[config.mk]
export PLATFORM = sky130hd
export DESIGN_NAME = hdc_vector_alu
export DESIGN_NICKNAME = d
export VERILOG_FILES = /design/src/source/hdc_data_pkg.sv /design/src/source/hdc_isa_pkg.sv /design/src/source/hdc_vector_alu.sv
export VERILOG_INCLUDE_DIRS = /design/src /design/src/source
export SDC_FILE = /design/constraint.sdc
export NUM_CORES = 2
export LEC_CHECK = 0
export ABC_AREA = 1
export BUFFER_PORTS_ARGS = -buffer_cell sky130_fd_sc_hd__buf_4
export CORE_AREA = 2 2 412 414
export DETAILED_ROUTE_END_ITERATION = 10
export DIE_AREA = 0 0 414 416
export SLEW_MARGIN = 20
export SYNTH_ARGS = -nofsm -noshare
export SYNTH_HDL_FRONTEND = slang
export SYNTH_SLANG_ARGS = --single-unit
export TNS_END_PERCENT = 50
[constraint.sdc]
create_clock -name clk -period 2.27 [get_ports clk]
set_input_delay 0.227 -clock clk [delete_from_list [all_inputs] [get_ports clk]]
set_output_delay 0.227 -clock clk [all_outputs]
set_load 0.02 [all_outputs]
[src/source/hdc_macros.svh]
`ifndef HDC_MACROS_SVH
`define HDC_MACROS_SVH

// hypervector width in bits
`define HDC_DIM 256

// item memory depth and address width
`define HDC_DEPTH 1024
`define HDC_ADDR_W 10

// signed width of each per-bit bundle counter
`define HDC_CNT_W 6

// replicated across the full LFSR width at reset
`define HDC_LFSR_SEED 32'hA5C3_1E97

`endif

[src/source/hdc_data_pkg.sv]
`include "hdc_macros.svh"

package hdc_data_pkg;

    // one hypervector, the payload of every datapath
    typedef logic [`HDC_DIM-1:0] hvec_t;

    // index into the item memory
    typedef logic [`HDC_ADDR_W-1:0] item_addr_t;

    // per-bit majority counter, two's complement
    typedef logic signed [`HDC_CNT_W-1:0] bundle_cnt_t;

endpackage

[src/source/hdc_isa_pkg.sv]
package hdc_isa_pkg;

    typedef logic [15:0] inst_t;

    // set when the word carries a memory address
    localparam int bit_addr = 15;

    // flags of the address group
    localparam int bit_load    = 14;
    localparam int bit_lrshift = 13;
    localparam int bit_llshift = 12;
    localparam int bit_lxor    = 11;
    // with bit_addr this marks wb.item
    localparam int bit_wb_item = 10;

    // flags of the register group
    localparam int bit_rshift = 14;
    localparam int bit_lshift = 13;
    localparam int bit_xor    = 12;
    localparam int bit_store  = 11;
    localparam int bit_last   = 10;
    localparam int bit_move   = 9;
    localparam int bit_wb     = 8;

    // address field
    localparam int addr_msb = 9;
    localparam int addr_lsb = 0;

    // address opcodes get the item address added in
    localparam inst_t op_nop     = 16'h0000;
    localparam inst_t op_load    = 16'hC000;
    localparam inst_t op_lrshift = 16'hA000;
    localparam inst_t op_llshift = 16'h9000;
    localparam inst_t op_lxor    = 16'h8800;
    localparam inst_t op_rshift  = 16'h4000;
    localparam inst_t op_lshift  = 16'h2000;
    localparam inst_t op_xor     = 16'h1000;
    localparam inst_t op_store   = 16'h0800;
    localparam inst_t op_last    = 16'h0400;
    localparam inst_t op_move    = 16'h0200;
    localparam inst_t op_wb      = 16'h0100;
    localparam inst_t op_wb_item = 16'h8400;

endpackage

[src/source/hdc_vector_alu.sv]
`timescale 1ns/1ps
`default_nettype none

`include "hdc_macros.svh"

module hdc_vector_alu (
    input  wire logic                clk,
    input  wire logic                arst_n,
    input  wire logic                run,
    input  wire logic                exec,
    input  wire hdc_isa_pkg::inst_t  inst,
    input  wire hdc_data_pkg::hvec_t load_vec,
    input  wire hdc_data_pkg::hvec_t sign_vec,
    output hdc_data_pkg::hvec_t      acc_vec,
    output logic                     store,
    output hdc_data_pkg::hvec_t      core_result,
    output logic                     last
);

    localparam int dim = `HDC_DIM;

    hdc_data_pkg::hvec_t reg_1;
    hdc_data_pkg::hvec_t reg_2;
    hdc_data_pkg::hvec_t buff;

    logic do_load;
    logic do_lrshift;
    logic do_llshift;
    logic do_lxor;
    logic do_rshift;
    logic do_lshift;
    logic do_xor;
    logic do_store;
    logic do_last;
    logic do_move;
    logic do_wb;

    // priority decode, highest flag wins inside each group
    always_comb begin
        do_load    = 1'b0;
        do_lrshift = 1'b0;
        do_llshift = 1'b0;
        do_lxor    = 1'b0;
        do_rshift  = 1'b0;
        do_lshift  = 1'b0;
        do_xor     = 1'b0;
        do_store   = 1'b0;
        do_last    = 1'b0;
        do_move    = 1'b0;
        do_wb      = 1'b0;
        if (inst[hdc_isa_pkg::bit_addr]) begin
            if (inst[hdc_isa_pkg::bit_load])         do_load    = 1'b1;
            else if (inst[hdc_isa_pkg::bit_lrshift]) do_lrshift = 1'b1;
            else if (inst[hdc_isa_pkg::bit_llshift]) do_llshift = 1'b1;
            else if (inst[hdc_isa_pkg::bit_lxor])    do_lxor    = 1'b1;
        end else begin
            if (inst[hdc_isa_pkg::bit_rshift])      do_rshift = 1'b1;
            else if (inst[hdc_isa_pkg::bit_lshift]) do_lshift = 1'b1;
            else if (inst[hdc_isa_pkg::bit_xor])    do_xor    = 1'b1;
            else if (inst[hdc_isa_pkg::bit_store])  do_store  = 1'b1;
            else if (inst[hdc_isa_pkg::bit_last])   do_last   = 1'b1;
            else if (inst[hdc_isa_pkg::bit_move])   do_move   = 1'b1;
            else if (inst[hdc_isa_pkg::bit_wb])     do_wb     = 1'b1;
        end
    end

    // registers keep their values between instructions, run low clears them
    always_ff @(posedge clk) begin
        if (!run) begin
            reg_1 <= '0;
            reg_2 <= '0;
            buff  <= '0;
        end else if (exec) begin
            // both shifts rotate by one bit
            if (do_load)         reg_2 <= load_vec;
            else if (do_lrshift) reg_2 <= {load_vec[0], load_vec[dim-1:1]};
            else if (do_llshift) reg_2 <= {load_vec[dim-2:0], load_vec[dim-1]};
            else if (do_lxor)    reg_2 <= load_vec ^ reg_2;
            else if (do_rshift)  reg_2 <= {reg_2[0], reg_2[dim-1:1]};
            else if (do_lshift)  reg_2 <= {reg_2[dim-2:0], reg_2[dim-1]};
            else if (do_xor)     reg_2 <= reg_1 ^ reg_2;
            else if (do_wb)      reg_2 <= sign_vec;
            if (do_move) begin
                reg_1 <= reg_2;
            end
            if (do_store) begin
                buff <= reg_2;
            end
        end
    end

    // one-cycle strobes
    always_ff @(posedge clk or negedge arst_n) begin
        if (!arst_n) begin
            store <= 1'b0;
            last  <= 1'b0;
        end else if (!run) begin
            store <= 1'b0;
            last  <= 1'b0;
        end else begin
            store <= exec & do_store;
            last  <= exec & do_last;
        end
    end

    assign acc_vec = reg_2;

    // result port is quiet outside the store strobe
    assign core_result = store ? buff : '0;

endmodule

`default_nettype wire

# Word-level counts from Yosys, hierarchy flattened
# Index checks and enable logic that the tools add are counted.
# Widths: inputs -> output; s select.
[totals] reg_bits=770 word_cells=63
[op_classes] muxes=50 bitwise=4 reduce_logical=4
[op_table] op="$mux 256" n=9
[op_table] op="$xor 256x256->256" n=2
[op_table] op="$mux 1" n=41
[op_table] op="$reduce_bool 8->1" n=1
[op_table] op="$reduce_and 2->1" n=3
[op_table] op="$and 1x1->1" n=2

# Depth between registers and ports, before layout
[logic_depth] ltp_word=16 depth_mapped=14 depth_no_buf=12

# Least setup slack after synthesis
# OpenSTA, ideal clock, no wires.
[synth_timing] path_type="input to register" start="input port inst[15]" end="register reg_2[155], in the netlist acc_vec[155]" setup_ns=0.132 arrival_time_ns=1.564 t_required_ns=2.138 slack_ns=0.574 path_stages=14 path_cell_list="buf_2 inv_2 nand3_1 clkbuf_1 clkbuf_1 nand2_1 nand3_1 nand2_1 nand2_1 nand2_1 nand2_1 nand2_1 nand2_1 a21oi_1"
[synth_between] elab_chain_len=8 elab_cells_between_ends=17 classes_between="mux: 15; reduce/logical: 2"
[synth_lines] element="start, declared" line_no="hdc_vector_alu.sv:11" source="input wire hdc_isa_pkg::inst_t inst,"
[synth_lines] element="$mux 1" line_no="hdc_vector_alu.sv:51" source="if (inst[hdc_isa_pkg::bit_addr]) begin"
[synth_lines] element="$mux 256" line_no="hdc_vector_alu.sv:81" source="else if (do_xor) reg_2 <= reg_1 ^ reg_2;"
[synth_lines] element="$mux 256" line_no="hdc_vector_alu.sv:80" source="else if (do_lshift) reg_2 <= {reg_2[dim-2:0], reg_2[dim-1]};"
[synth_lines] element="$mux 256" line_no="hdc_vector_alu.sv:79" source="else if (do_rshift) reg_2 <= {reg_2[0], reg_2[dim-1:1]};"
[synth_lines] element="$mux 256" line_no="hdc_vector_alu.sv:78" source="else if (do_lxor) reg_2 <= load_vec ^ reg_2;"
[synth_lines] element="$mux 256" line_no="hdc_vector_alu.sv:77" source="else if (do_llshift) reg_2 <= {load_vec[dim-2:0], load_vec[dim-1]};"
[synth_lines] element="$mux 256" line_no="hdc_vector_alu.sv:76" source="else if (do_lrshift) reg_2 <= {load_vec[0], load_vec[dim-1:1]};"
[synth_lines] element="$mux 256" line_no="hdc_vector_alu.sv:75" source="if (do_load) reg_2 <= load_vec;"
[synth_lines] element="end signal, assigned" line_no="hdc_vector_alu.sv:75"
[synth_lines] element="end signal, assigned" line_no="hdc_vector_alu.sv:76"
[synth_lines] element="end signal, assigned" line_no="hdc_vector_alu.sv:77"
[synth_lines] element="end, declared" line_no="hdc_vector_alu.sv:23" source="hdc_data_pkg::hvec_t reg_2;"
# Parallel ways exist; a longest one is shown, timed or not.
# A chain may end at the register's enable or synchronous reset.

# Worst setup path in the final report
[layout_timing] start="register store" end="output port core_result[30]"
[layout_between] elab_chain_len=1
[layout_lines] element="start, declared" line_no="hdc_vector_alu.sv:15" source="output logic store,"
[layout_lines] element="start signal, assigned" line_no="hdc_vector_alu.sv:101" source="store <= exec & do_store;"
[layout_lines] element="$mux 256" line_no="hdc_vector_alu.sv:109" source="assign core_result = store ? buff : '0;"
[layout_lines] element="end, declared" line_no="hdc_vector_alu.sv:16" source="output hdc_data_pkg::hvec_t core_result,"
# No other way between the ends.

==> out/results.ini <==
[sta]
rsz0062_at_grt=true
finalHoldViolations=0
final.min_clock_period_ns=2.29
maxSlewHeadroom_pct=51.8
worst_slack_ns=-0.0230
max_freq_ghz=0.436
skew_ns=0.0481
worstMarginPinSlew_ns=0.723
slew_viol_final=0
whs_ns=0.140
setup_viol_count_final=2
fin_crit_sh_pct=101

[setup_path]
critPathMaxFanout=30
cp_data_required_time_ns=2.04
crit_start=store
start_kind=flip-flop
r2r-start=acc_vec[169]
r2r_end=acc_vec[169]
cp.arrival_ns=2.07
crit_family=buffers and inverters
slowest_delay_ns=0.50
end_kind=primary output
reg2regPathDepth=13
crit_chain=buf_12, buf_16, buf_8, nand2_1, inv_1, buf_6
path_class=flip-flop to primary output
critPathSlowestCell=dfrtp_4
critPathBufInv=5
ff2ff_setup_slack_ns=0.12

[die]
coreArea_um2=168000
die_area_um2=172000
start_util_pct=34.0
die_x_um=414
die_y_um=416
row_count=151
top_level_ports=1046

[yosys]
synth_top_family_by_area=simple AND/OR/NAND/NOR gates
synthMuxAreaShare_pct=0
netlist_instances=10700
synth_top_flop_cell=dfxtp_1
async_flop_share_pct=0.260
synth_warnings=0
ys_seq_elements=770
synth_nets=11300
ys_seq_area_share_pct=27.0
syn_avg_cell_area_um2=5.33
synth_cell_types=19
synth_area_um2=57100
synth_fa_ha_area_share_pct=0
synth_enable_flop_cells=0
synth-simple-area-share_pct=29.9
synth_compound_area_share_pct=24.7
synthXorXnorAreaFrac_pct=0

[grt]
grt_pass1_vias=68100
grt_usage_pct=30.5
grt_pass1_wl_mm=415
overflow=0
grt_max_degree=115
antenna_found_initial=31

[detailed_routing]
antenna_left=0
routedWlPerCell_um=19.5
first_iter_violations=7279
firstDrtPassIters=6
vias=73300
drt-total-wl_mm=275
drc_errors=0
drt-vias-per-instance=5.18

[clocking]
clock_path_buffers=3
cts_buffers=97
cts_tree=done
insertion_delay_ns=0.72
root_buffer=clkbuf_16
clock-sinks=770
htree_num_levels=3
clkTransAtPathRegs_ns=0.06

[layout]
final_cell_count_no_fill=14200
area_growth_pct=34.9
fillers=17800
final_util_pct=45.8
drive_gt1_share_pct=13.8
finalNetCount=12400
layout_common_cells=nand2_1, inv_1, a21oi_1, o21ai_0, buf_4
final_common_cell=nand2_1
fin_area_um2=77100

[run_status]
status=complete, but fails checks
failed_checks=negative setup slack

[hold_path]
whs_path_depth=11
hold-path-endpoint=acc_vec[200]
min_from=sign_vec[200]
min_path_type=primary input to flip-flop

[place]
port_buffers=1037
dp_cells=13600
place_congestion=0.952
place_area_um2=69000
dp_slack_ns=0.116
hpwl_mm=191

[power]
powerDensity_nw_per_um2=544
peakVddDrop_mv=0.566
leakage_nw=40.2

[run]
max_cap_violations=0

cell families after synthesis:
family | after synthesis
flops | 770
compound gates | 2816
buf+inv | 2763
simple gates | 4374
tightest hold or removal path, delay by kind of cell:
kind            cells  cell delay, ns
simple gates        8            0.41
buf+inv             2            0.15
compound gates      1            0.05
per-stage QoR:
| stage | TNS, ns | power (mW) |
|---|---|---|
| 5_1_grt | -3.02 | 43.7 |
| 3_5_place_dp | 0 | 24.3 |
| 3_3_place_gp | 0 | 24.2 |
| 4_1_cts | -2.37 | 41.9 |
| 2_1_floorplan | 0 | 20.1 |
| 6_report | -0.0393 | 41.9 |
how the worst max path moves through the flow:
stage	end	slack, ns	depth (start not counted)
after floorplan	acc_vec[155]	0.57	14
after global placement	acc_vec[4]	0.13	13
after detailed placement	reg_1[82]	0.12	10
after CTS	core_result[42]	-0.06	6
after global routing	core_result[30]	-0.06	6
final	core_result[30]	-0.02	6
flip-flops by register name, summed over array words and instances, names as in the netlist:
signal / count
acc_vec: 256
last: 1
reg_1: 256
store: 1
buff: 256
cells in the mapped netlist (all sizes together) (2+ instances only):
| cell | number | area, um2 |
|---|---|---|
| inv | 2060 | 7730 |
| buf | 146 | 696 |
| nand3 | 517 | 2590 |
| nand2 | 3592 | 13500 |
| nor2 | 259 | 977 |
| clkbuf | 556 | 2090 |
| o21ai | 1280 | 6410 |
| dfrtp | 2 | 50.1 |
| nand4 | 2 | 18.8 |
| a21oi | 1536 | 7690 |
| dfxtp | 768 | 15400 |
| nor3 | 3 | 20.0 |
cell type report:
type                            instances  area, um2  share of cell area (%)
Clock inverter                         34        531                   0.688
Multi-Input combinational cell       7190      31500                    40.9
Inverter                             2061       7790                    10.1
Antenna cell                           15       37.5                  0.0487
Timing Repair Buffer                 1729      16200                    21.0
Tap cell                             2218       2780                    3.60
Clock buffer                          141       2860                    3.72
Sequential cell                       770      15400                    20.0
routing by layer:
metal / global-route usage (%) / vias up / part of all wire (%)
met5: 0 / - / 0.055
met2: 49.4 / 3513 / 45
met4: 17.1 / 24 / 6.1
met1: 38.1 / 33800 / 40
li1: - / 35300 / -
met3: 5.66 / 689 / 8.6
what timing repair did:
item,in CTS,in global routing
endpoints found under the setup margin,231,166
buffers inserted,7,0
endpoints found under the hold margin,290,0
hold buffers,375,0
gates resized for setup,105,117
pin swaps,5,3
gates cloned,4,5
where the power goes:
part	leakage (nW)	switching, mW	internal (mW)
clock	1.68	6.98	10.0
combinational	32.2	6.12	3.90
sequential	6.27	0.923	14.0
total	40.2	14.0	27.9
Power figures use the tool's default switching activity.
