===== config.mk =====
export PLATFORM = sky130hd
export DESIGN_NAME = hdc_inst_decode
export DESIGN_NICKNAME = d
export VERILOG_FILES = /design/src/source/hdc_data_pkg.sv /design/src/source/hdc_isa_pkg.sv /design/src/source/hdc_inst_decode.sv
export VERILOG_INCLUDE_DIRS = /design/src /design/src/source
export SDC_FILE = /design/constraint.sdc
export NUM_CORES = 1
export LEC_CHECK = 0
export CORE_MARGIN = 5
export CORE_UTILIZATION = 57
export DETAILED_ROUTE_END_ITERATION = 6
export DONT_BUFFER_PORTS = 1
export PLACE_DENSITY_LB_ADDON = 0.1
export SYNTH_ARGS = -nofsm -noshare
export SYNTH_HDL_FRONTEND = slang
export SYNTH_SLANG_ARGS = --single-unit
export TNS_END_PERCENT = 100

===== constraint.sdc =====
create_clock -name clk -period 0.8 [get_ports clk]
set_input_delay 0.08 -clock clk [delete_from_list [all_inputs] [get_ports clk]]
set_output_delay 0.08 -clock clk [all_outputs]
set_load 0.01 [all_outputs]

===== src/source/hdc_macros.svh =====
`ifndef HDC_MACROS_SVH
`define HDC_MACROS_SVH

// hypervector width in bits
`define HDC_DIM 256

// item memory depth and address width
`define HDC_DEPTH 1024
`define HDC_ADDR_W 10

// signed width of each per-bit bundle counter
`define HDC_CNT_W 6

// replicated across the full LFSR width at reset
`define HDC_LFSR_SEED 32'hA5C3_1E97

`endif


===== src/source/hdc_data_pkg.sv =====
`include "hdc_macros.svh"

package hdc_data_pkg;

    // one hypervector, the payload of every datapath
    typedef logic [`HDC_DIM-1:0] hvec_t;

    // index into the item memory
    typedef logic [`HDC_ADDR_W-1:0] item_addr_t;

    // per-bit majority counter, two's complement
    typedef logic signed [`HDC_CNT_W-1:0] bundle_cnt_t;

endpackage


===== src/source/hdc_isa_pkg.sv =====
package hdc_isa_pkg;

    typedef logic [15:0] inst_t;

    // set when the word carries a memory address
    localparam int bit_addr = 15;

    // flags of the address group
    localparam int bit_load    = 14;
    localparam int bit_lrshift = 13;
    localparam int bit_llshift = 12;
    localparam int bit_lxor    = 11;
    // with bit_addr this marks wb.item
    localparam int bit_wb_item = 10;

    // flags of the register group
    localparam int bit_rshift = 14;
    localparam int bit_lshift = 13;
    localparam int bit_xor    = 12;
    localparam int bit_store  = 11;
    localparam int bit_last   = 10;
    localparam int bit_move   = 9;
    localparam int bit_wb     = 8;

    // address field
    localparam int addr_msb = 9;
    localparam int addr_lsb = 0;

    // address opcodes get the item address added in
    localparam inst_t op_nop     = 16'h0000;
    localparam inst_t op_load    = 16'hC000;
    localparam inst_t op_lrshift = 16'hA000;
    localparam inst_t op_llshift = 16'h9000;
    localparam inst_t op_lxor    = 16'h8800;
    localparam inst_t op_rshift  = 16'h4000;
    localparam inst_t op_lshift  = 16'h2000;
    localparam inst_t op_xor     = 16'h1000;
    localparam inst_t op_store   = 16'h0800;
    localparam inst_t op_last    = 16'h0400;
    localparam inst_t op_move    = 16'h0200;
    localparam inst_t op_wb      = 16'h0100;
    localparam inst_t op_wb_item = 16'h8400;

endpackage


===== src/source/hdc_inst_decode.sv =====
`timescale 1ns/1ps
`default_nettype none

module hdc_inst_decode (
    input  wire logic                     clk,
    input  wire logic                     arst_n,
    input  wire logic                     get_v,
    input  wire hdc_isa_pkg::inst_t       get_d,
    output hdc_isa_pkg::inst_t            inst,
    output logic                          wb_flag,
    output hdc_data_pkg::item_addr_t      wb_addr
);

    logic is_wb_item;

    // wb.item is the only address word with bit 10 set
    assign is_wb_item = get_d[hdc_isa_pkg::bit_addr] & get_d[hdc_isa_pkg::bit_wb_item];

    always_ff @(posedge clk or negedge arst_n) begin
        if (!arst_n) begin
            inst    <= hdc_isa_pkg::op_nop;
            wb_flag <= 1'b0;
            wb_addr <= '0;
        end else if (get_v) begin
            if (is_wb_item) begin
                // handled by the memory write port, alu sees a nop
                inst    <= hdc_isa_pkg::op_nop;
                wb_flag <= 1'b1;
                wb_addr <= get_d[hdc_isa_pkg::addr_msb:hdc_isa_pkg::addr_lsb];
            end else begin
                inst    <= get_d;
                wb_flag <= 1'b0;
                wb_addr <= '0;
            end
        end else begin
            // nothing received, drop back to idle
            // exec still sees the word registered one edge earlier
            inst    <= hdc_isa_pkg::op_nop;
            wb_flag <= 1'b0;
            wb_addr <= '0;
        end
    end

endmodule

`default_nettype wire


After elaboration in Yosys (flattened, before gate mapping):

Index checks and enable logic that the tools add are counted.

* logic and storage cells: 10
* register bits: 27
* output and inout port bits: 27
* bits of input ports: 19

* mux-type cells: 6
* bitwise operators: 1

Operators by type and width (number)
* $mux 16: 2
* $mux 10: 2
* $mux 1: 2
* $and 1x1->1: 1

Longest topological paths before layout:

Gate-level depths: netlist of the first run.

* depth in word-level cells: 3
* gate-level depth with buffers: 3
* mapped depth without buffers: 2

Worst setup path after synthesis of the first run:

OpenSTA, ideal clock, no wires.

* path type: input -> register
* start point: input port get_d[10]
* end point: register wb_addr[0]
* path buffers: 1
* slack: 0.153 ns
* arrival time: 0.528 ns
* stages: 3
* data required time: 0.681 ns
* setup time: 0.119 ns
* path through: and3_1 -> buf_4 -> and2_1

* cells in the longest elaborated chain, start to end: 3

Ends and longest elaborated chain
* start: declaration: RTL line hdc_inst_decode.sv:8 `input wire hdc_isa_pkg::inst_t get_d,`
* $and 1x1->1: RTL line hdc_inst_decode.sv:17 `assign is_wb_item = get_d[hdc_isa_pkg::bit_addr] & get_d[hdc_isa_pkg::bit_wb_item];`
* $mux 10: RTL line hdc_inst_decode.sv:25 `if (is_wb_item) begin`
* $mux 10: RTL line hdc_inst_decode.sv:24 `end else if (get_v) begin`
* end signal: assignment: RTL line hdc_inst_decode.sv:29 `wb_addr <= get_d[hdc_isa_pkg::addr_msb:hdc_isa_pkg::addr_lsb];`
* end: declaration: RTL line hdc_inst_decode.sv:11 `output hdc_data_pkg::item_addr_t wb_addr`

Every way passes these cells.

Final worst setup path of the first run:

* start point: register inst[10]
* end point: output port inst[10]

RTL lines
* start: declaration: RTL line hdc_inst_decode.sv:9 `output hdc_isa_pkg::inst_t inst,`
* start signal: assignment: RTL line hdc_inst_decode.sv:21 `inst <= hdc_isa_pkg::op_nop;`
* start signal: assignment: RTL line hdc_inst_decode.sv:27 `inst <= hdc_isa_pkg::op_nop;`
* start signal: assignment: RTL line hdc_inst_decode.sv:31 `inst <= get_d;`

No word-level cell between the ends.

==> flow_summary_export.csv, run 1 <==
group,metric,value,unit
logic_synthesis,yosysUniqueCellTypes,9,
final_layout,final_nets,100,
routing,drc,0,
run,max_cap_viol_count,0,
sta,layout_setup_ws,-0.0214,ns
floorplanning,start_util,0.590,
clock_tree,cts_buffers,3,
clock_tree,htree_levels,1,
final_layout,postLayoutCellArea,1110,sq um
setup_path,crit_required,0.72,ns
floorplanning,io_pins,46,
routing,routed_wl,1.74,mm
clock_tree,cts_setup_buffers,0,
setup_path,start_kind,"flip-flop",
setup_path,crit_type,"flip-flop to primary output",
place,portBuffers,0,
sta,slew_violations,0,
sta,relSlewSlack,0.738,
clock_tree,cts_sinks,27,
place,place_area,872,sq um
sta,fin_crit_sh,1.03,
floorplanning,rows,14,
global_route,grt_start_max_net_pins,28,
floorplanning,fp.dieW,49.0,um
logic_synthesis,syn_avg_cell_area,14.7,sq um
global_route,grt_pass1_vias,552,
final_layout,drive_gt1_frac,0.0500,
final_layout,area_growth_syn_to_layout,28.0,%
run_status,outcome,"finished with violations",
place,gp_congestion,0.628,
routing,vias,513,
routing,drtAntennaViolNets,0,
place,place_ws,0.101,ns
routing,first_pass_iters,4,
global_route,grt_pass1_wl,2.69,mm
sta,whs,0.0975,ns
floorplanning,die_area,2400,sq um
clock_tree,cts_tree,"yes",
logic_synthesis,yosysSeqAreaShare,0.778,
final_layout,utilization,0.755,
run_status,violations,"setup timing",
logic_synthesis,syn_nets,78,
logic_synthesis,synthCells,59,
sta,setup_tns,-0.270,ns
pwr,p_leak,0.000596,uW
logic_synthesis,yosys_register_bits,27,
pwr,irDropWorstVdd,0.00119,V
setup_path,cp.arrival,0.74,ns
sta,finalHoldViolCount,0,
floorplanning,core_area,1470,sq um
routing,via_per_inst,5.34,
final_layout,antennaDiodeCount,0,
logic_synthesis,ys_warn_count,0,
global_route,gr-total-overflow,0,
pwr,p_per_area,1970,nW/um^2
global_route,antenna_found_initial,0,
setup_path,end_kind,"primary output",
setup_path,worst-path-max-fanout,1,
logic_synthesis,netlist_area,868,sq um
global_route,grt_usage,0.151,
min_path,hold_path.class,"primary input to flip-flop",
clock_tree,cts_buffer_depth,2,
routing,drtIter0Drc,5,
clock_tree,clk_pin_slew_worst_paths,0.13,ns
sta,grt_setup_unrepaired,"yes",
sta,setup_viol,27,
sta,tightest_slew,0.392,ns
floorplanning,die_h,49.0,um
routing,wl_per_cell,18.1,um
sta,max_freq,1220,MHz
final_layout,fillCellCount,107,
sta,period_minus_slack,0.821,ns
clock_tree,root_buffer,"clkbuf_4",
## flip-flops by register name, indices dropped and copies added, names as in the netlist
name and count:
inst 16, wb_addr 10, wb_flag 1
## synth_stat cells
master	n	area (sq um)
buf_4	1	7.51
and3b_1	1	8.76
and2_1	10	62.6
clkbuf_2	1	5.00
clkbuf_1	1	3.75
dfrtp_1	27	676
nor2_1	1	3.75
nand2_1	2	7.51
and3_1	15	93.8
## cell type report
type | instances | area (sq um) | area share
Tap cell | 16 | 20.0 | 0.0180
Sequential cell | 27 | 676 | 0.608
Multi-Input combinational cell | 29 | 176 | 0.159
Timing Repair Buffer | 20 | 213 | 0.191
Clock buffer | 4 | 26.3 | 0.0236
## through the flow
stage               instances  power, uW
floorplan                  59       1540
global placement           72       1550
detailed placement         72       1550
CTS                        96       2200
global route               96       2300
finish                     96       2190
## routing by layer
| layer | wire (um) | global-route usage | up-vias | part of all wire |
|---|---|---|---|---|
| li1 | - | - | 236 | - |
| met1 | 627 | 0.162 | 247 | 0.36 |
| met2 | 895 | 0.267 | 28 | 0.52 |
| met3 | 200 | 0.0673 | 2 | 0.12 |
| met4 | 13 | 0.0404 | 0 | 0.0075 |
| met5 | 0 | 0 | - | 0 |
## cells by family (layout without fill, tap and decap cells)
| group | Yosys count | in the layout | synth area share |
|---|---|---|---|
| DFF | 27 | 27 | 0.778 |
| buffers and inverters | 3 | 24 | 0.0187 |
| and+or+nand+nor | 29 | 29 | 0.203 |
## power by group
part	switching [uW]	internal [uW]
registers	50.2	1420
clock network	350	194
logic	77.2	101
## final timing paths
path	startpoint	to	cells past startpoint
max in group asynchronous	arst_n	wb_addr[5]	2
min in group asynchronous	arst_n	inst[2]	2
max	inst[10]	inst[10]	0
min	get_v	wb_flag	1
## cell usage in the layout, fill, tap and decap left out
cell type	count
and3b_1	1
and2_1	10
dlymetal6s4s_1	1
and3_1	15
clkbuf_1	1
dfrtp_1	27
buf_12	1
dlygate4sd3_1	18
clkbuf_4	3
nor2_1	1
nand2_1	2
## repair_timing
| item | in CTS | in global routing |
|---|---|---|
| hold endpoints to repair | 53 | 0 |
| pin swaps | 0 | 0 |
| gates resized for setup | 0 | 1 |
| cloned | 0 | 0 |
| hold buffers | 20 | 0 |
| setup endpoints to repair | 27 | 42 |
Note: power is estimated with default switching activity, not from simulation.
==> run 2, diff against run 1 <==
==> constraint.sdc (replaced) <==
create_clock -name clk -period 0.8 [get_ports clk]
set_input_delay 0.04 -clock clk [delete_from_list [all_inputs] [get_ports clk]]
set_output_delay 0.04 -clock clk [all_outputs]
set_load 0.01 [all_outputs]
==> run 2 against run 1 <==
Net effect:
- the run now ends clean
- design area down 0.90%
- clock power barely moved
- clock-buffer cell count unchanged
- global-route usage down 0.20 points
- combinational power about the same
- sequential cell count stayed put
- utilization shrank 0.68 points
- critical endpoint is now wb_addr[0]
- largest cell class unchanged
- non-clock buffer count fell by 1
- die area unchanged
==> flow_summary_export.csv, run 2 (same netlist as run 1, synthesis figures left out) <==
group,metric,value,unit
sta,grt_setup_unrepaired,"yes",
sta,fin_crit_sh,0.974,
place,place_area,872,sq um
floorplanning,fp.dieW,49.0,um
pwr,clockPowerShare,0.248,
floorplanning,die_h,49.0,um
pwr,irDropWorstVdd,0.00116,V
routing,routed_wl,1.72,mm
clock_tree,root_buffer,"clkbuf_4",
setup_path,end_kind,"primary output",
floorplanning,io_pins,46,
setup_path,cp.arrival,0.74,ns
pwr,p_leak,0.000594,uW
clock_tree,cts_tree,"yes",
final_layout,layout_commonest_cell,"dfrtp_1",
pwr,pwr-share-comb,0.080,
floorplanning,rows,14,
sta,max_freq,1280,MHz
final_layout,area_growth_syn_to_layout,26.8,%
routing,first_pass_iters,3,
global_route,grt_use_met3,0.0734,
routing,drc,0,
pwr,p_per_area,1990,nW/um^2
floorplanning,core_area,1470,sq um
routing,drtAntennaViolNets,0,
pwr,p_sw,476,uW
final_layout,fillCellCount,104,
routing,vias,512,
sta,slew_violations,0,
global_route,grt_use_met1,0.154,
global_route,grt_pass1_wl,2.65,mm
sta,whs,0.0511,ns
routing,via_per_inst,5.39,
sta,relSlewSlack,0.725,
global_route,antenna_found_initial,0,
setup_path,crit_type,"flip-flop to primary output",
final_layout,largest_register,"inst",
setup_path,worst-path-max-fanout,1,
final_layout,layout_common_cells,"dfrtp_1, dlygate4sd3_1, and3_1",
pwr,p_int,1710,uW
pwr,switching_share,0.218,
final_layout,antennaDiodeCount,0,
min_path,hold_path.class,"primary input to flip-flop",
sta,setup_viol,0,
run,max_cap_viol_count,0,
sta,period_minus_slack,0.779,ns
clock_tree,clk_pin_slew_worst_paths,0.13,ns
sta,setup_tns,0,ns
place,gp_congestion,0.628,
global_route,grt_start_max_net_pins,28,
place,portBuffers,0,
final_layout,drive_gt1_frac,0.0506,
global_route,grt_usage,0.149,
clock_tree,htree_levels,1,
routing,drtIter0Drc,3,
floorplanning,start_util,0.590,
clock_tree,cts_buffers,3,
setup_path,start_kind,"flip-flop",
final_layout,final_nets,99,
final_layout,reg_top3,"inst x16, wb_addr x10, wb_flag x1",
global_route,gr-total-overflow,0,
final_layout,postLayoutCellArea,1100,sq um
final_layout,largest_register_ffs,16,
global_route,use_met2,0.265,
routing,wl_per_cell,18.1,um
run_status,outcome,"completed",
clock_tree,cts_buffer_depth,2,
pwr,pwr-share-seq,0.672,
floorplanning,die_area,2400,sq um
sta,tightest_slew,0.412,ns
clock_tree,cts_sinks,27,
global_route,busiest_layer,"met2",
global_route,grt_pass1_vias,541,
setup_path,crit_required,0.76,ns
clock_tree,cts_setup_buffers,0,
sta,finalHoldViolCount,0,
## run 2: changes by cell type in the layout (fill, tap and decap cells not counted)
cell	change
dlygate4sd3_1	-1
## run 2: cell type report
class | count | area, sq um | share of cell area
repair buffers | 19 | 203 | 0.184
well taps | 16 | 20.0 | 0.0182
clock buffers | 4 | 26.3 | 0.0239
multi-input cells | 29 | 176 | 0.160
flip-flops and latches | 27 | 676 | 0.614
## run 2: what timing repair did
action | 4_1_cts | 5_1_grt
resized for setup | 0 | 1
endpoints found under the hold margin | 53 | 0
hold buffers | 19 | 0
endpoints found under the setup margin | 0 | 38
## run 2: stage by stage
stage	std cells	setup slack, ns	power, uW	util
2_1_floorplan	59	0.193	1540	-
3_3_place_gp	72	0.172	1550	0.593
3_5_place_dp	72	0.141	1550	0.593
4_1_cts	95	0.000380	2200	0.747
5_1_grt	95	-0.0219	2300	0.748
6_report	95	0.0207	2190	0.748
## run 2: path summary, 6_finish.rpt
check | startpoint | endpoint | slack (ns) | cells past startpoint
min in group asynchronous | arst_n | inst[7] | 0.16 | 2
worst min-delay path | get_v | wb_flag | 0.05 | 1
max in group asynchronous | arst_n | inst[10] | 0.50 | 2
worst max-delay path | wb_addr[0] | wb_addr[0] | 0.02 | 0
## run 2: power groups by stage
stage	Combinational [uW]	Sequential [uW]	Clock (uW)
floorplan	53.8	1490	0
global placement	51.5	1500	0
detailed placement	55.9	1500	0
CTS	175	1470	554
global route	195	1480	625
finish	175	1470	542
## run 2: per-layer routing
metal	up-vias	wire, um	share of wire
li1	234	-	-
met1	245	569	0.33
met2	31	912	0.53
met3	2	221	0.13
met4	0	14	0.0082
met5	-	0	0
==> run 3, diff against run 2 <==
Settings changed: PLACE_DENSITY from default to 0.72, PLACE_DENSITY_LB_ADDON 0.1 to default.
==> run 3 against run 2 <==
Net effect:
- utilization did not move
- critical endpoint is now inst[2]
- routed wire length fell by 8.9%
- total power is 0.74% lower
- sequential cell count stayed put
- critical path depth stayed put
- clock-buffer cell count is the same
- hold slack got worse by 0.0045 ns
- via count shrank 0.78%
- critical path type unchanged
- maximum frequency is 0.63% higher
- die area unchanged
- first-iteration DRC count is the same
- non-clock buffer count unchanged
==> flow_summary_export.csv, run 3 (same netlist as run 1, synthesis figures left out) <==
group,metric,value,unit
sta,layout_setup_ws,0.0256,ns
setup_path,crit_type,"flip-flop to primary output",
pwr,irDropWorstVdd,0.00108,V
floorplanning,rows,14,
routing,via_per_inst,5.35,
pwr,switching_share,0.212,
place,portBuffers,0,
routing,met1_length,561,um
routing,wl_per_cell,16.5,um
sta,slew_violations,0,
place,dp_hpwl,962,um
floorplanning,core_area,1470,sq um
setup_path,worst-path-max-fanout,1,
place,dp_cells,72,
sta,fin_crit_sh,0.968,
place,place_ws,0.132,ns
place,place_area,872,sq um
sta,finalHoldViolCount,0,
pwr,p_per_area,1970,nW/um^2
final_layout,layout_commonest_cell,"dfrtp_1",
routing,routed_wl,1.56,mm
min_path,hold_path.class,"primary input to flip-flop",
floorplanning,die_h,49.0,um
clock_tree,cts_sinks,27,
run,max_cap_viol_count,0,
run_status,outcome,"completed",
clock_tree,cts_buffers,3,
sta,relSlewSlack,0.717,
setup_path,crit_required,0.76,ns
routing,drtAntennaViolNets,0,
pwr,power,2170,uW
clock_tree,htree_levels,1,
sta,setup_viol,0,
final_layout,postLayoutCellArea,1100,sq um
pwr,p_sw,460,uW
clock_tree,cts_tree,"yes",
routing,dr_wl_met3,159,um
routing,drtIter0Drc,3,
floorplanning,start_util,0.590,
final_layout,largest_register,"inst",
routing,maxUsedRoutingLayer,"met4",
sta,tightest_slew,0.424,ns
routing,first_pass_iters,4,
global_route,grt_start_max_net_pins,28,
sta,setup_tns,0,ns
place,gp_congestion,0.625,
clock_tree,root_buffer,"clkbuf_4",
floorplanning,fp.dieW,49.0,um
setup_path,cp.arrival,0.73,ns
global_route,antenna_found_initial,0,
pwr,p_leak,0.000594,uW
floorplanning,io_pins,46,
sta,grt_setup_unrepaired,"yes",
final_layout,drive_gt1_frac,0.0506,
routing,vias,508,
final_layout,area_growth_syn_to_layout,26.8,%
pwr,pwr-share-seq,0.677,
global_route,grt_pass1_vias,547,
routing,met2_length,833,um
clock_tree,clk_pin_slew_worst_paths,0.13,ns
final_layout,largest_register_ffs,16,
pwr,p_int,1710,uW
final_layout,layout_common_cells,"dfrtp_1, dlygate4sd3_1, and3_1",
setup_path,start_kind,"flip-flop",
sta,max_freq,1290,MHz
global_route,grt_usage,0.144,
floorplanning,die_area,2400,sq um
routing,drc,0,
clock_tree,cts_buffer_depth,2,
pwr,pwr-share-comb,0.079,
global_route,gr-total-overflow,0,
global_route,grt_pass1_wl,2.63,mm
final_layout,final_nets,99,
pwr,clockPowerShare,0.244,
final_layout,reg_top3,"inst x16, wb_addr x10, wb_flag x1",
final_layout,antennaDiodeCount,0,
setup_path,end_kind,"primary output",
final_layout,final_cells,95,
clock_tree,cts_setup_buffers,0,
sta,period_minus_slack,0.774,ns
-- run 3: stage by stage --
step | hold WS [ns] | utilization
after global placement | -0.255 | 0.593
after CTS | 0.0360 | 0.747
after global routing | 0.0297 | 0.748
after floorplan | -0.256 | -
after detailed placement | -0.255 | 0.593
final | 0.0467 | 0.748
-- run 3: path summary, 6_finish.rpt --
kind / start / endpoint / slack [ns] / depth (start not counted)
max in group asynchronous: arst_n / inst[11] / 0.50 / 2
min in group asynchronous: arst_n / wb_addr[0] / 0.16 / 2
hold / removal: get_v / wb_flag / 0.05 / 1
setup / recovery: inst[2] / inst[2] / 0.03 / 0
-- run 3: cell type report --
cell class,count,area [sq um]
flip-flops and latches,27,676
clock buffers,4,26.3
repair buffers,19,203
fillers,90,370
well taps,16,20.0
multi-input cells,29,176
-- run 3: power groups by stage --
stage | combinational, uW | sequential, uW | clock [uW]
finish | 172 | 1470 | 530
global route | 194 | 1470 | 636
CTS | 173 | 1470 | 553
detailed placement | 55.0 | 1500 | 0
global placement | 52.8 | 1500 | 0
floorplan | 53.8 | 1490 | 0
-- run 3: per-layer routing --
layer / up-vias / global-route usage
met2: 27 / 0.241
met1: 247 / 0.170
met5: - / 0
met4: 0 / 0.0673
li1: 232 / -
met3: 2 / 0.0398
-- run 3: timing repair --
action / in CTS / in global routing
hold buffers: 19 / 0
endpoints found under the hold margin: 53 / 0
gates resized for setup: 0 / 1
endpoints found under the setup margin: 0 / 43
