$ cat config.mk
export PLATFORM = sky130hd
export DESIGN_NAME = hdc_item_lfsr
export DESIGN_NICKNAME = d
export VERILOG_FILES = /design/src/source/hdc_data_pkg.sv /design/src/source/hdc_item_lfsr.sv
export VERILOG_INCLUDE_DIRS = /design/src /design/src/source
export SDC_FILE = /design/constraint.sdc
export NUM_CORES = 1
export LEC_CHECK = 0
export ABC_CLOCK_PERIOD_IN_PS = 1200
export BUFFER_PORTS_ARGS = -buffer_cell sky130_fd_sc_hd__buf_2
export CORE_MARGIN = 2
export CORE_UTILIZATION = 53
export DETAILED_ROUTE_END_ITERATION = 8
export PLACE_DENSITY = 0.88
export RECOVER_POWER = 100
export SLEW_MARGIN = 40
export SYNTH_ARGS = -nofsm -noshare
export SYNTH_HDL_FRONTEND = slang
export SYNTH_SLANG_ARGS = --single-unit
$ cat constraint.sdc
create_clock -name clk -period 1.2 [get_ports clk]
set_input_delay 0.12 -clock clk [delete_from_list [all_inputs] [get_ports clk]]
set_output_delay 0.12 -clock clk [all_outputs]
set_load 0.02 [all_outputs]
$ cat src/source/hdc_macros.svh
`ifndef HDC_MACROS_SVH
`define HDC_MACROS_SVH

// hypervector width in bits
`define HDC_DIM 256

// item memory depth and address width
`define HDC_DEPTH 1024
`define HDC_ADDR_W 10

// signed width of each per-bit bundle counter
`define HDC_CNT_W 6

// replicated across the full LFSR width at reset
`define HDC_LFSR_SEED 32'hA5C3_1E97

`endif

$ cat src/source/hdc_data_pkg.sv
`include "hdc_macros.svh"

package hdc_data_pkg;

    // one hypervector, the payload of every datapath
    typedef logic [`HDC_DIM-1:0] hvec_t;

    // index into the item memory
    typedef logic [`HDC_ADDR_W-1:0] item_addr_t;

    // per-bit majority counter, two's complement
    typedef logic signed [`HDC_CNT_W-1:0] bundle_cnt_t;

endpackage

$ cat src/source/hdc_item_lfsr.sv
`timescale 1ns/1ps
`default_nettype none

`include "hdc_macros.svh"

module hdc_item_lfsr (
    input  wire logic                clk,
    input  wire logic                arst_n,
    input  wire logic                step,
    output hdc_data_pkg::hvec_t      rand_vec
);

    localparam int dim = `HDC_DIM;

    hdc_data_pkg::hvec_t lfsr;
    logic                fb;

    // fibonacci taps at the top, dim-3, dim-5 and dim-10
    assign fb = lfsr[dim-1] ^ lfsr[dim-3] ^ lfsr[dim-5] ^ lfsr[dim-10];

    always_ff @(posedge clk or negedge arst_n) begin
        if (!arst_n) begin
            lfsr <= {(dim / 32){`HDC_LFSR_SEED}};
        end else if (step) begin
            lfsr <= {lfsr[dim-2:0], fb};
        end
    end

    // current state is the vector written by this generate
    assign rand_vec = lfsr;

endmodule

`default_nettype wire

# Yosys cells after proc, flatten, opt, wreduce, memory -nomap -nowiden
# Cells that the tools add are included.
# Widths: inputs -> output; s select.
# word_totals
ff_bits	256
word_cells	4
output_inout_bits	256
# op_classes
bitwise_logic	3
# ops
op	count
$xor 1x1->1	3

# Longest topological paths before layout
# Gate-level depths: netlist (run 1).
# logic_depth
ltp_word	3
depth_mapped	5
depth_no_buf	3

# Worst setup path after synthesis (run 1)
# Ideal clock, no wire load.
# synth_path
path_kind	register -> register
from	register lfsr[246], in the netlist rand_vec[246]
to	register lfsr[0], in the netlist rand_vec[0]
arrival_ps	948
setup_time_ps	73
period_less_slack_ps	1021
stages_incl_launch_ff	4
slack_ps	179
n_path_buf	0
path_cell_list	dfstp_2 -> xnor2_1 -> xnor2_1 -> a21oi_1
# synth_between
elab_chain_len	1
# synth_lines
item	line	text
start: declaration	hdc_item_lfsr.sv:15	hdc_data_pkg::hvec_t lfsr;
start signal: assignment	hdc_item_lfsr.sv:23	lfsr <= {(dim / 32){`HDC_LFSR_SEED}};
start signal: assignment	hdc_item_lfsr.sv:25	lfsr <= {lfsr[dim-2:0], fb};
$xor 1x1->1	hdc_item_lfsr.sv:19	assign fb = lfsr[dim-1] ^ lfsr[dim-3] ^ lfsr[dim-5] ^ lfsr[dim-10];
# No other way between the ends.
# A chain may end at the register's enable or synchronous reset.

# Worst setup path after layout (run 1)
# layout_path
from	register lfsr[22], in the netlist rand_vec[22]
to	output port rand_vec[22]
# layout_rtl
item	line	text
end: declaration	hdc_item_lfsr.sv:10	output hdc_data_pkg::hvec_t rand_vec
# No word-level cell between the ends.

==> summary.txt, run 1 <==
Outcome
  – Status: complete, but fails checks
  – Failing checks: setup timing

GRT
  – Largest net degree at the start of global routing: 45
  – Tot GR Track Use: 27.9%
  – Vias in the first global route: 7,573
  – First-pass GRT wire length: 43.0 mm
  – Initial antenna violation count: 0
  – Grt ovf: 0

Place
  – Post-DP HPWL: 13.3 mm
  – Placed Area: 11,400 um2
  – I/O Buffers: 258
  – GPL Wtd Cong: 0.824

Critical path
  – WP data required: 1.08 ns
  – Critical-path top delay cell: dfstp_2
  – Startpoint types: flop
  – CP arrival: 1.23 ns
  – CP max stage delay: 0.58 ns
  – Crit Path Class: flop to primary output
  – Crit-path max FO: 3
  – Worst path cell trace: buf_6
  – CP endpoint kind: primary output
  – Crit path buf inv count: 1
  – CP delay by family, top: flip-flops

Floorplanning
  – Die width: 140 um
  – Die area: 19,700 um2
  – Die Ht: 140 um
  – Starting Density: 54.4%
  – FP Rows: 49
  – # IOs: 259
  – CORE AREA: 18,100 um2

Min path
  – Worst Hold Class: input pin to asynchronous set/reset pin

STA
  – Crit path time final: 1.35 ns
  – Setup TNS: -15.25 ns
  – Worst Tran Pin Value: 0.645 ns
  – RSZ-0062 raised after global routing: yes
  – Fin. Hold Viols: 0
  – Relative slew slack: 57.0%
  – Final worst slack: -0.151 ns
  – Final Cycle Share: 113%
  – Setup-failing EPs final: 161
  – Layout Skew: 0.0110 ns
  – Max-slew violations: 0
  – Fmax: 740 MHz

Power and ir drop
  – Max IR drop VDD: 1.98 mV
  – Power Dens Cells: 1360 nW/um2
  – Leakage: 8.08 nW

Job
  – Max cap viols: 0

Synthesis
  – Synth top area share: 36.2%
  – Syn Nets: 548
  – Mapped Cells: 545
  – Seq/Total Area, Yosys: 66.6%
  – Cell type with the largest total area after synthesis: dfstp_2
  – Yosys Warn Count: 0
  – Syn_area_per_cell: 18.1 um2
  – Mapped Area: 9870 um2
  – Synth top area cells: dfstp_2 (36%), dfrtp_1 (30%), mux2_2 (27%), buf_6 (3.1%), mux2_4 (3.0%)
  – FF+latch count, synth: 256
  – Number of distinct library cells after synthesis: 10

Route
  – Final WL: 32.8 mm
  – Final ANT Viol Nets: 0
  – Vias per inst: 5.33
  – DRC: 0
  – Avg WL per Cell: 24.6 um
  – DR iter-0 viols: 387
  – Via count: 7,105
  – TritonRoute pass-1 iters: 4

Layout
  – Antenna fix cells: 0
  – Area Overhead vs Synth: 60.1%
  – FF/Latch Area: 6580 um2
  – Leading cell types in the layout, fill and taps excluded: buf_4 (269), buf_6 (250), mux2_2 (233), dfstp_2 (135), dfrtp_1 (119)
  – Number of flip-flops in the largest register: 256
  – Layout cell share with drive strength beyond 1: 87.7%
  – Multi-input gate area: 2990 um2
  – Nets: 1,088
  – Fillcell total: 674
  – Commonest non-fill, non-tap cell in the layout: buf_4
  – Post-route cell area: 15,800 um2

Clock tree
  – Later-pin clock latency in the skew report: 0.52 ns
  – Total CTS buffers: 27
  – Root buffer cell: clkbuf_16
  – Clk sink count: 256
  – CTS tree: built
  – Worst-path clk slew: 0.07 ns
  – Worst-case clock buffer depth: 3
  – H-tree levels: 1
[path summary, 6_finish.rpt]
kind / slack [ns] / start / cells after the start / endpoint
max: -0.15 / rand_vec[22]$_DFFE_PN1P_ / 1 / rand_vec[22]
min: 0.25 / arst_n / 2 / rand_vec[104]$_DFFE_PN0P_
max reg2reg: 0.07 / rand_vec[6]$_DFFE_PN0P_ / 3 / rand_vec[6]$_DFFE_PN0P_
min reg2reg: 0.55 / rand_vec[217]$_DFFE_PN0P_ / 1 / rand_vec[217]$_DFFE_PN0P_
max in group asynchronous: 0.04 / arst_n / 3 / rand_vec[2]$_DFFE_PN1P_
min in group clk: 0.55 / rand_vec[217]$_DFFE_PN0P_ / 1 / rand_vec[217]$_DFFE_PN0P_
[repair_timing]
action / in CTS / in global routing
hold endpoints to repair: 137 / 0
pin swaps: 0 / 2
gates resized for setup: 377 / 126
hold buffers: 2 / 0
endpoints found under the setup margin: 230 / 253
setup buffers: 182 / 75
[stage by stage]
step	utilization (%)	power [mW]	cells	hold slack, ns	worst slack [ns]
after global placement	63.0	11.6	1026	0.0385	0.137
after floorplan	-	10.9	545	-0.176	0.179
after global routing	87.1	22.1	1334	0.281	-0.179
final	87.1	21.5	1334	0.253	-0.151
after detailed placement	63.0	11.7	1026	0.0407	0.121
after CTS	82.0	20.7	1259	0.114	-0.135
[synthesized netlist by cell type]
library cell and n:
dfstp_2 136, a21oi_1 1, mux2_2 233, nor2_1 1, buf_6 27, mux2_4 20, mux2_1 2, buf_2 2
xnor2_1 3, dfrtp_1 120
[logic make-up after synthesis]
logic type	after synthesis	synth area share (%)
mux	255	29.8
buf+inv	29	3.18
xor+xnor	3	0.266
flops	256	66.6
simple gates	1	0.0380
compound gates	1	0.0506
[final cells by class]
type / instances / area share [%]
Tap cell: 229 / 1.81
Multi-Input combinational cell: 260 / 18.9
Timing Repair Buffer: 540 / 32.0
Sequential cell: 256 / 41.6
Clock buffer: 39 / 4.81
Clock inverter: 10 / 0.855
[report_power, final]
| part | switching, mW | internal (mW) | total, mW |
|---|---|---|---|
| clock network | 3.52 | 5.05 | 8.57 |
| registers | 0.458 | 9.21 | 9.67 |
| logic | 1.58 | 1.72 | 3.30 |
| total | 5.56 | 16.0 | 21.5 |
[per-layer routing]
| metal | vias to the layer above | wire length [um] | track usage (%) |
|---|---|---|---|
| li1 | 3008 | - | - |
| met1 | 3666 | 11300 | 30.6 |
| met2 | 320 | 18000 | 53.3 |
| met3 | 111 | 1570 | 4.58 |
| met4 | 0 | 1880 | 12.0 |
| met5 | - | 0 | 0 |
Power figures use the tool's default switching activity.
==> inputs of run 2 (changes only) <==
--- a/config.mk
+++ b/config.mk
@@ -12,2 +12,3 @@
 export CORE_UTILIZATION = 53
+export CTS_CLUSTER_DIAMETER = 150
 export DETAILED_ROUTE_END_ITERATION = 8
--- a/constraint.sdc
+++ b/constraint.sdc
@@ -3,2 +3,2 @@
 set_output_delay 0.12 -clock clk [all_outputs]
-set_load 0.02 [all_outputs]
+set_load 0.05 [all_outputs]
==> run 2 against run 1 <==
  * The flow still finishes with violations (setup timing)
  * Non-clock buffer count up 23
  * Total power up 6.9%
  * Maximum frequency down 3.7%
  * Final cell count up 1.7%
  * Flip-flop and latch count unchanged
  * Register-to-register slack worse by 0.07 ns
  * Critical path type unchanged
==> summary.txt, run 2 (synthesis results as in run 1) <==
Outcome
  – Status: complete, but fails checks
  – Failing checks: setup timing

Layout
  – Layout cell share with drive strength beyond 1: 87.9%
  – Commonest non-fill, non-tap cell in the layout: buf_4
  – Antenna fix cells: 0
  – Non-Filler Instances: 1,357
  – Number of flip-flops in the largest register: 256
  – Fillcell total: 550
  – FF/Latch Area: 6580 um2
  – Post-route cell area: 16,600 um2
  – Multi-input gate area: 2990 um2
  – Nets: 1,111
  – Leading cell types in the layout, fill and taps excluded: buf_4 (292), mux2_2 (233), buf_8 (137), dfstp_2 (136)
  – Area Overhead vs Synth: 68.3%

Clock tree
  – Clk sink count: 256
  – Total CTS buffers: 27
  – Root buffer cell: clkbuf_16
  – H-tree levels: 1
  – Worst-path clk slew: 0.07 ns
  – Worst-case clock buffer depth: 3
  – Later-pin clock latency in the skew report: 0.52 ns
  – CTS tree: built

Floorplanning
  – Starting Density: 54.4%
  – Die Ht: 140 um
  – # IOs: 259
  – Die area: 19,700 um2
  – CORE AREA: 18,100 um2
  – FP Rows: 49
  – Die width: 140 um

Place
  – Post-DP HPWL: 13.3 mm
  – I/O Buffers: 258
  – Placed insts: 1,026
  – Placed Area: 11,400 um2
  – GPL Wtd Cong: 0.824

Critical path
  – CP endpoint kind: primary output
  – CP max stage delay: 0.60 ns
  – Crit-path max FO: 3
  – Worst path cell trace: buf_8
  – Worst reg2reg startpoint: rand_vec[253]$_DFFE_PN1P_
  – Startpoint types: flop
  – Crit path buf inv count: 1
  – Critical-path top delay cell: dfstp_2
  – CP arrival: 1.28 ns
  – Reg-to-Reg End: rand_vec[0]$_DFFE_PN1P_
  – CP delay by family, top: flip-flops
  – Crit Path Class: flop to primary output
  – Setup slack, reg-to-reg: 0 ns
  – WP data required: 1.08 ns
  – Reg2reg path depth: 5

GRT
  – Largest net degree at the start of global routing: 45
  – Vias in the first global route: 7,829
  – Grt ovf: 0
  – Tot GR Track Use: 32.7%
  – First-pass GRT wire length: 49.2 mm
  – Initial antenna violation count: 0

Route
  – Final WL: 37.2 mm
  – DR iter-0 viols: 406
  – Avg WL per Cell: 27.4 um
  – Via count: 7,458
  – Vias per inst: 5.50
  – Final ANT Viol Nets: 0
  – TritonRoute pass-1 iters: 5
  – DRC: 0

Power and ir drop
  – Total Power: 23.0 mW
  – Power Dens Cells: 1390 nW/um2
  – P_int: 16.3 mW
  – Seq pwr share: 42.0%
  – Sw Pwr: 6.75 mW
  – Sw Share: 29.3%
  – Combinational power share: 19.8%
  – Max IR drop VDD: 2.44 mV
  – Leakage: 8.38 nW
  – Clock share of power: 38.1%

STA
  – Fmax: 713 MHz
  – Final Cycle Share: 117%
  – Final worst slack: -0.202 ns
  – RSZ-0062 raised after global routing: yes
  – Fin. Hold Viols: 0
  – Setup TNS: -27.71 ns
  – Layout Skew: 0.0119 ns
  – Relative slew slack: 25.0%
  – Setup-failing EPs final: 352
  – Crit path time final: 1.40 ns
  – Max-slew violations: 0
  – Worst Tran Pin Value: 1.13 ns

Job
  – Max cap viols: 0

Min path
  – Worst Hold Class: input pin to asynchronous set/reset pin
run 2: cell count changes in the layout (fill, tap and decap cells not counted), moves of 2 or more:
| cell | previous run | this run |
|---|---|---|
| buf_8 | 1 | 137 |
| buf_6 | 250 | 120 |
| buf_4 | 269 | 292 |
| clkbuf_2 | 7 | 0 |
| buf_12 | 3 | 7 |
| buf_2 | 5 | 1 |
| clkbuf_16 | 27 | 29 |
run 2: power by group through the flow:
stage	Combinational, mW	Sequential (mW)	Clock, mW
floorplan	0.766	11.0	0
global placement	2.89	9.61	0
detailed placement	2.95	9.64	0
CTS	4.05	9.59	8.43
global route	4.68	9.70	9.22
finish	4.56	9.68	8.78
run 2: per-layer routing:
metal,wire (um),vias up,global-route usage [%]
li1,-,3046,-
met1,12400,3879,35.3
met2,20600,393,63.3
met3,2000,140,5.64
met4,2200,0,12.7
met5,0,-,0
run 2: cell type report:
class / instances / area share [%]
sequential: 256 / 39.6
timing repair buffer: 563 / 35.3
multi-input combinational: 260 / 18.0
clock buffer: 39 / 4.58
tap: 229 / 1.72
clock inverter: 10 / 0.813
run 2: per-stage QoR:
stage | utilization (%) | setup WS (ns) | hold WS [ns]
after floorplan | - | 0.0423 | -0.176
after global placement | 63.0 | 0.137 | 0.0385
after detailed placement | 63.0 | 0.121 | 0.0407
after CTS | 87.8 | -0.174 | 0.114
after global routing | 91.6 | -0.226 | 0.429
final | 91.6 | -0.202 | 0.394
run 2: repair_timing:
item / 4_1_cts / 5_1_grt
setup buffers: 196 / 82
endpoints found under the setup margin: 256 / 265
hold buffers: 2 / 0
endpoints found under the hold margin: 137 / 0
gates cloned: 0 / 2
gates resized for setup: 648 / 3
pin swaps: 0 / 1
run 2: how the worst max path moves through the flow:
stage	from	end	cells past startpoint
after global routing	rand_vec[125]$_DFFE_PN1P_	rand_vec[125]	1
after global placement	step	rand_vec[163]$_DFFE_PN0P_	3
after detailed placement	step	rand_vec[200]$_DFFE_PN0P_	3
after floorplan	rand_vec[246]$_DFFE_PN1P_	rand_vec[0]$_DFFE_PN1P_	3
final	rand_vec[145]$_DFFE_PN1P_	rand_vec[145]	1
after CTS	rand_vec[202]$_DFFE_PN1P_	rand_vec[202]	1
==> inputs of run 3 (changes only) <==
CORE_ASPECT_RATIO = 1.2   (was unset)
CTS_CLUSTER_DIAMETER = 200   (was 150)
SKIP_CTS_REPAIR_TIMING = 1   (was unset)
==> run 3 against run 2 <==
  * The run still ends with setup timing left
  * Non-clock buffer count fell by 166
  * Clock power down 5.1%
  * Largest power group unchanged
  * Via count down 15%
  * Total power is 3.9% lower
  * Global-route usage fell by 13 points
==> summary.txt, run 3 (synthesis results as in run 1) <==
Clock tree
  – H-tree levels: 1
  – Worst-path clk slew: 0.07 ns
  – Total CTS buffers: 26
  – Root buffer cell: clkbuf_16
  – Later-pin clock latency in the skew report: 0.53 ns
  – Worst-case clock buffer depth: 3
  – CTS tree: built
  – Clk sink count: 256

Place
  – Post-DP HPWL: 13.5 mm
  – Placed Area: 11,500 um2
  – GPL Wtd Cong: 0.785
  – Setup WS pre-CTS: 0.0819 ns
  – I/O Buffers: 258

Critical path
  – CP arrival: 1.29 ns
  – CP endpoint kind: primary output
  – Worst reg2reg startpoint: rand_vec[246]$_DFFE_PN1P_
  – Reg-to-Reg End: rand_vec[0]$_DFFE_PN1P_
  – Crit Path Class: flop to primary output
  – Critical-path top delay cell: dfstp_2
  – CP max stage delay: 0.59 ns
  – Reg2reg path depth: 4
  – Worst path cell trace: buf_8
  – Crit path buf inv count: 1
  – Setup slack, reg-to-reg: -0.03 ns
  – Startpoint types: flop
  – CP delay by family, top: flip-flops
  – WP data required: 1.08 ns
  – Crit-path max FO: 3

Min path
  – Worst Hold Class: input pin to flop
  – Worst min-delay path endpoint: rand_vec[6]$_DFFE_PN0P_
  – Hold path depth: 3
  – Min-delay src: step

Floorplanning
  – Starting Density: 54.1%
  – Die area: 19,700 um2
  – Die width: 129 um
  – FP Rows: 54
  – Die Ht: 154 um
  – # IOs: 259
  – CORE AREA: 18,200 um2

GRT
  – Grt ovf: 0
  – First-pass GRT wire length: 31.3 mm
  – Vias in the first global route: 5,886
  – Tot GR Track Use: 19.7%
  – Largest net degree at the start of global routing: 52
  – Initial antenna violation count: 0

STA
  – Relative slew slack: 54.2%
  – Layout Skew: 0.0179 ns
  – Final Cycle Share: 117%
  – Fin. Hold Viols: 0
  – Max-slew violations: 0
  – Final worst slack: -0.208 ns
  – Crit path time final: 1.41 ns
  – RSZ-0062 raised after global routing: yes
  – Worst Tran Pin Value: 0.686 ns
  – Fmax: 710 MHz
  – Setup-failing EPs final: 239
  – Fin Hold WS: 0.105 ns

Route
  – Final WL: 29.4 mm
  – Final ANT Viol Nets: 0
  – TritonRoute pass-1 iters: 6
  – Avg WL per Cell: 24.8 um
  – DRC: 0
  – Via count: 6,332
  – Vias per inst: 5.34
  – DR iter-0 viols: 282

Power and ir drop
  – Power Dens Cells: 1450 nW/um2
  – Leakage: 7.43 nW
  – Max IR drop VDD: 2.07 mV

Outcome
  – Failing checks: setup timing
  – Status: complete, but fails checks

Layout
  – Final core occ: 83.6%
  – Area Overhead vs Synth: 54.4%
  – Antenna fix cells: 0
  – Fillcell total: 772
  – Leading cell types in the layout, fill and taps excluded: mux2_2 (233), dfstp_2 (135), buf_8 (134), buf_6 (126), buf_4 (124)
  – FF/Latch Area: 6580 um2
  – Post-route cell area: 15,200 um2
  – Multi-input gate area: 2980 um2
  – Nets: 944
  – Number of flip-flops in the largest register: 256
  – Commonest non-fill, non-tap cell in the layout: mux2_2
  – Layout cell share with drive strength beyond 1: 86.3%

Job
  – Max cap viols: 0
## run 3: changes by cell type in the layout (fill, tap and decap cells not counted), sizes merged
cell         delta
buf           -168
clkbuf          -5
clkinv          +4
clkinvlp        +3
dlygate4sd3     -1
## run 3: stage by stage
step | std cells | power, mW | TNS [ns]
2_1_floorplan | 545 | 11.8 | 0
3_3_place_gp | 1019 | 12.5 | 0
3_5_place_dp | 1019 | 12.6 | 0
4_1_cts | 1067 | 20.8 | -49.91
5_1_grt | 1185 | 22.8 | -33.95
6_report | 1185 | 22.1 | -25.35
## run 3: area by class of cell
class,instances,area share (%)
clock buffer,31,4.46
clock inverter,17,1.24
multi-input combinational,260,19.6
sequential,256,43.1
tap,224,1.84
timing repair buffer,397,29.8
## run 3: tightest hold or removal path, delay by kind of cell
family   cells  cell delay, ns
buf+inv      2            0.30
mux          1            0.16
## run 3: power by group
group / internal [mW] / total (mW) / switching, mW
clock network: 4.74 / 8.33 / 3.59
registers: 9.21 / 9.71 / 0.507
logic: 1.74 / 4.10 / 2.36
total: 15.7 / 22.1 / 6.45
## run 3: worst max-delay path by stage
stage                                   start                        end  slack (ns)  cells after the start
global route         rand_vec[11]$_DFFE_PN1P_               rand_vec[11]       -0.24                      1
detailed placement                       step  rand_vec[181]$_DFFE_PN0P_        0.08                      4
global placement                         step  rand_vec[180]$_DFFE_PN0P_        0.11                      4
CTS                  rand_vec[34]$_DFFE_PN1P_               rand_vec[34]       -0.31                      1
floorplan           rand_vec[246]$_DFFE_PN1P_    rand_vec[0]$_DFFE_PN1P_        0.04                      3
finish               rand_vec[11]$_DFFE_PN1P_               rand_vec[11]       -0.21                      1
## run 3: routing by layer
| layer | vias to the layer above | global-route usage, % | part of all wire [%] |
|---|---|---|---|
| met2 | 240 | 34.8 | 57 |
| met1 | 3302 | 23.6 | 34 |
| met5 | - | 0 | 0 |
| met4 | 0 | 7.35 | 4.3 |
| li1 | 2712 | - | - |
| met3 | 78 | 4.28 | 5.2 |
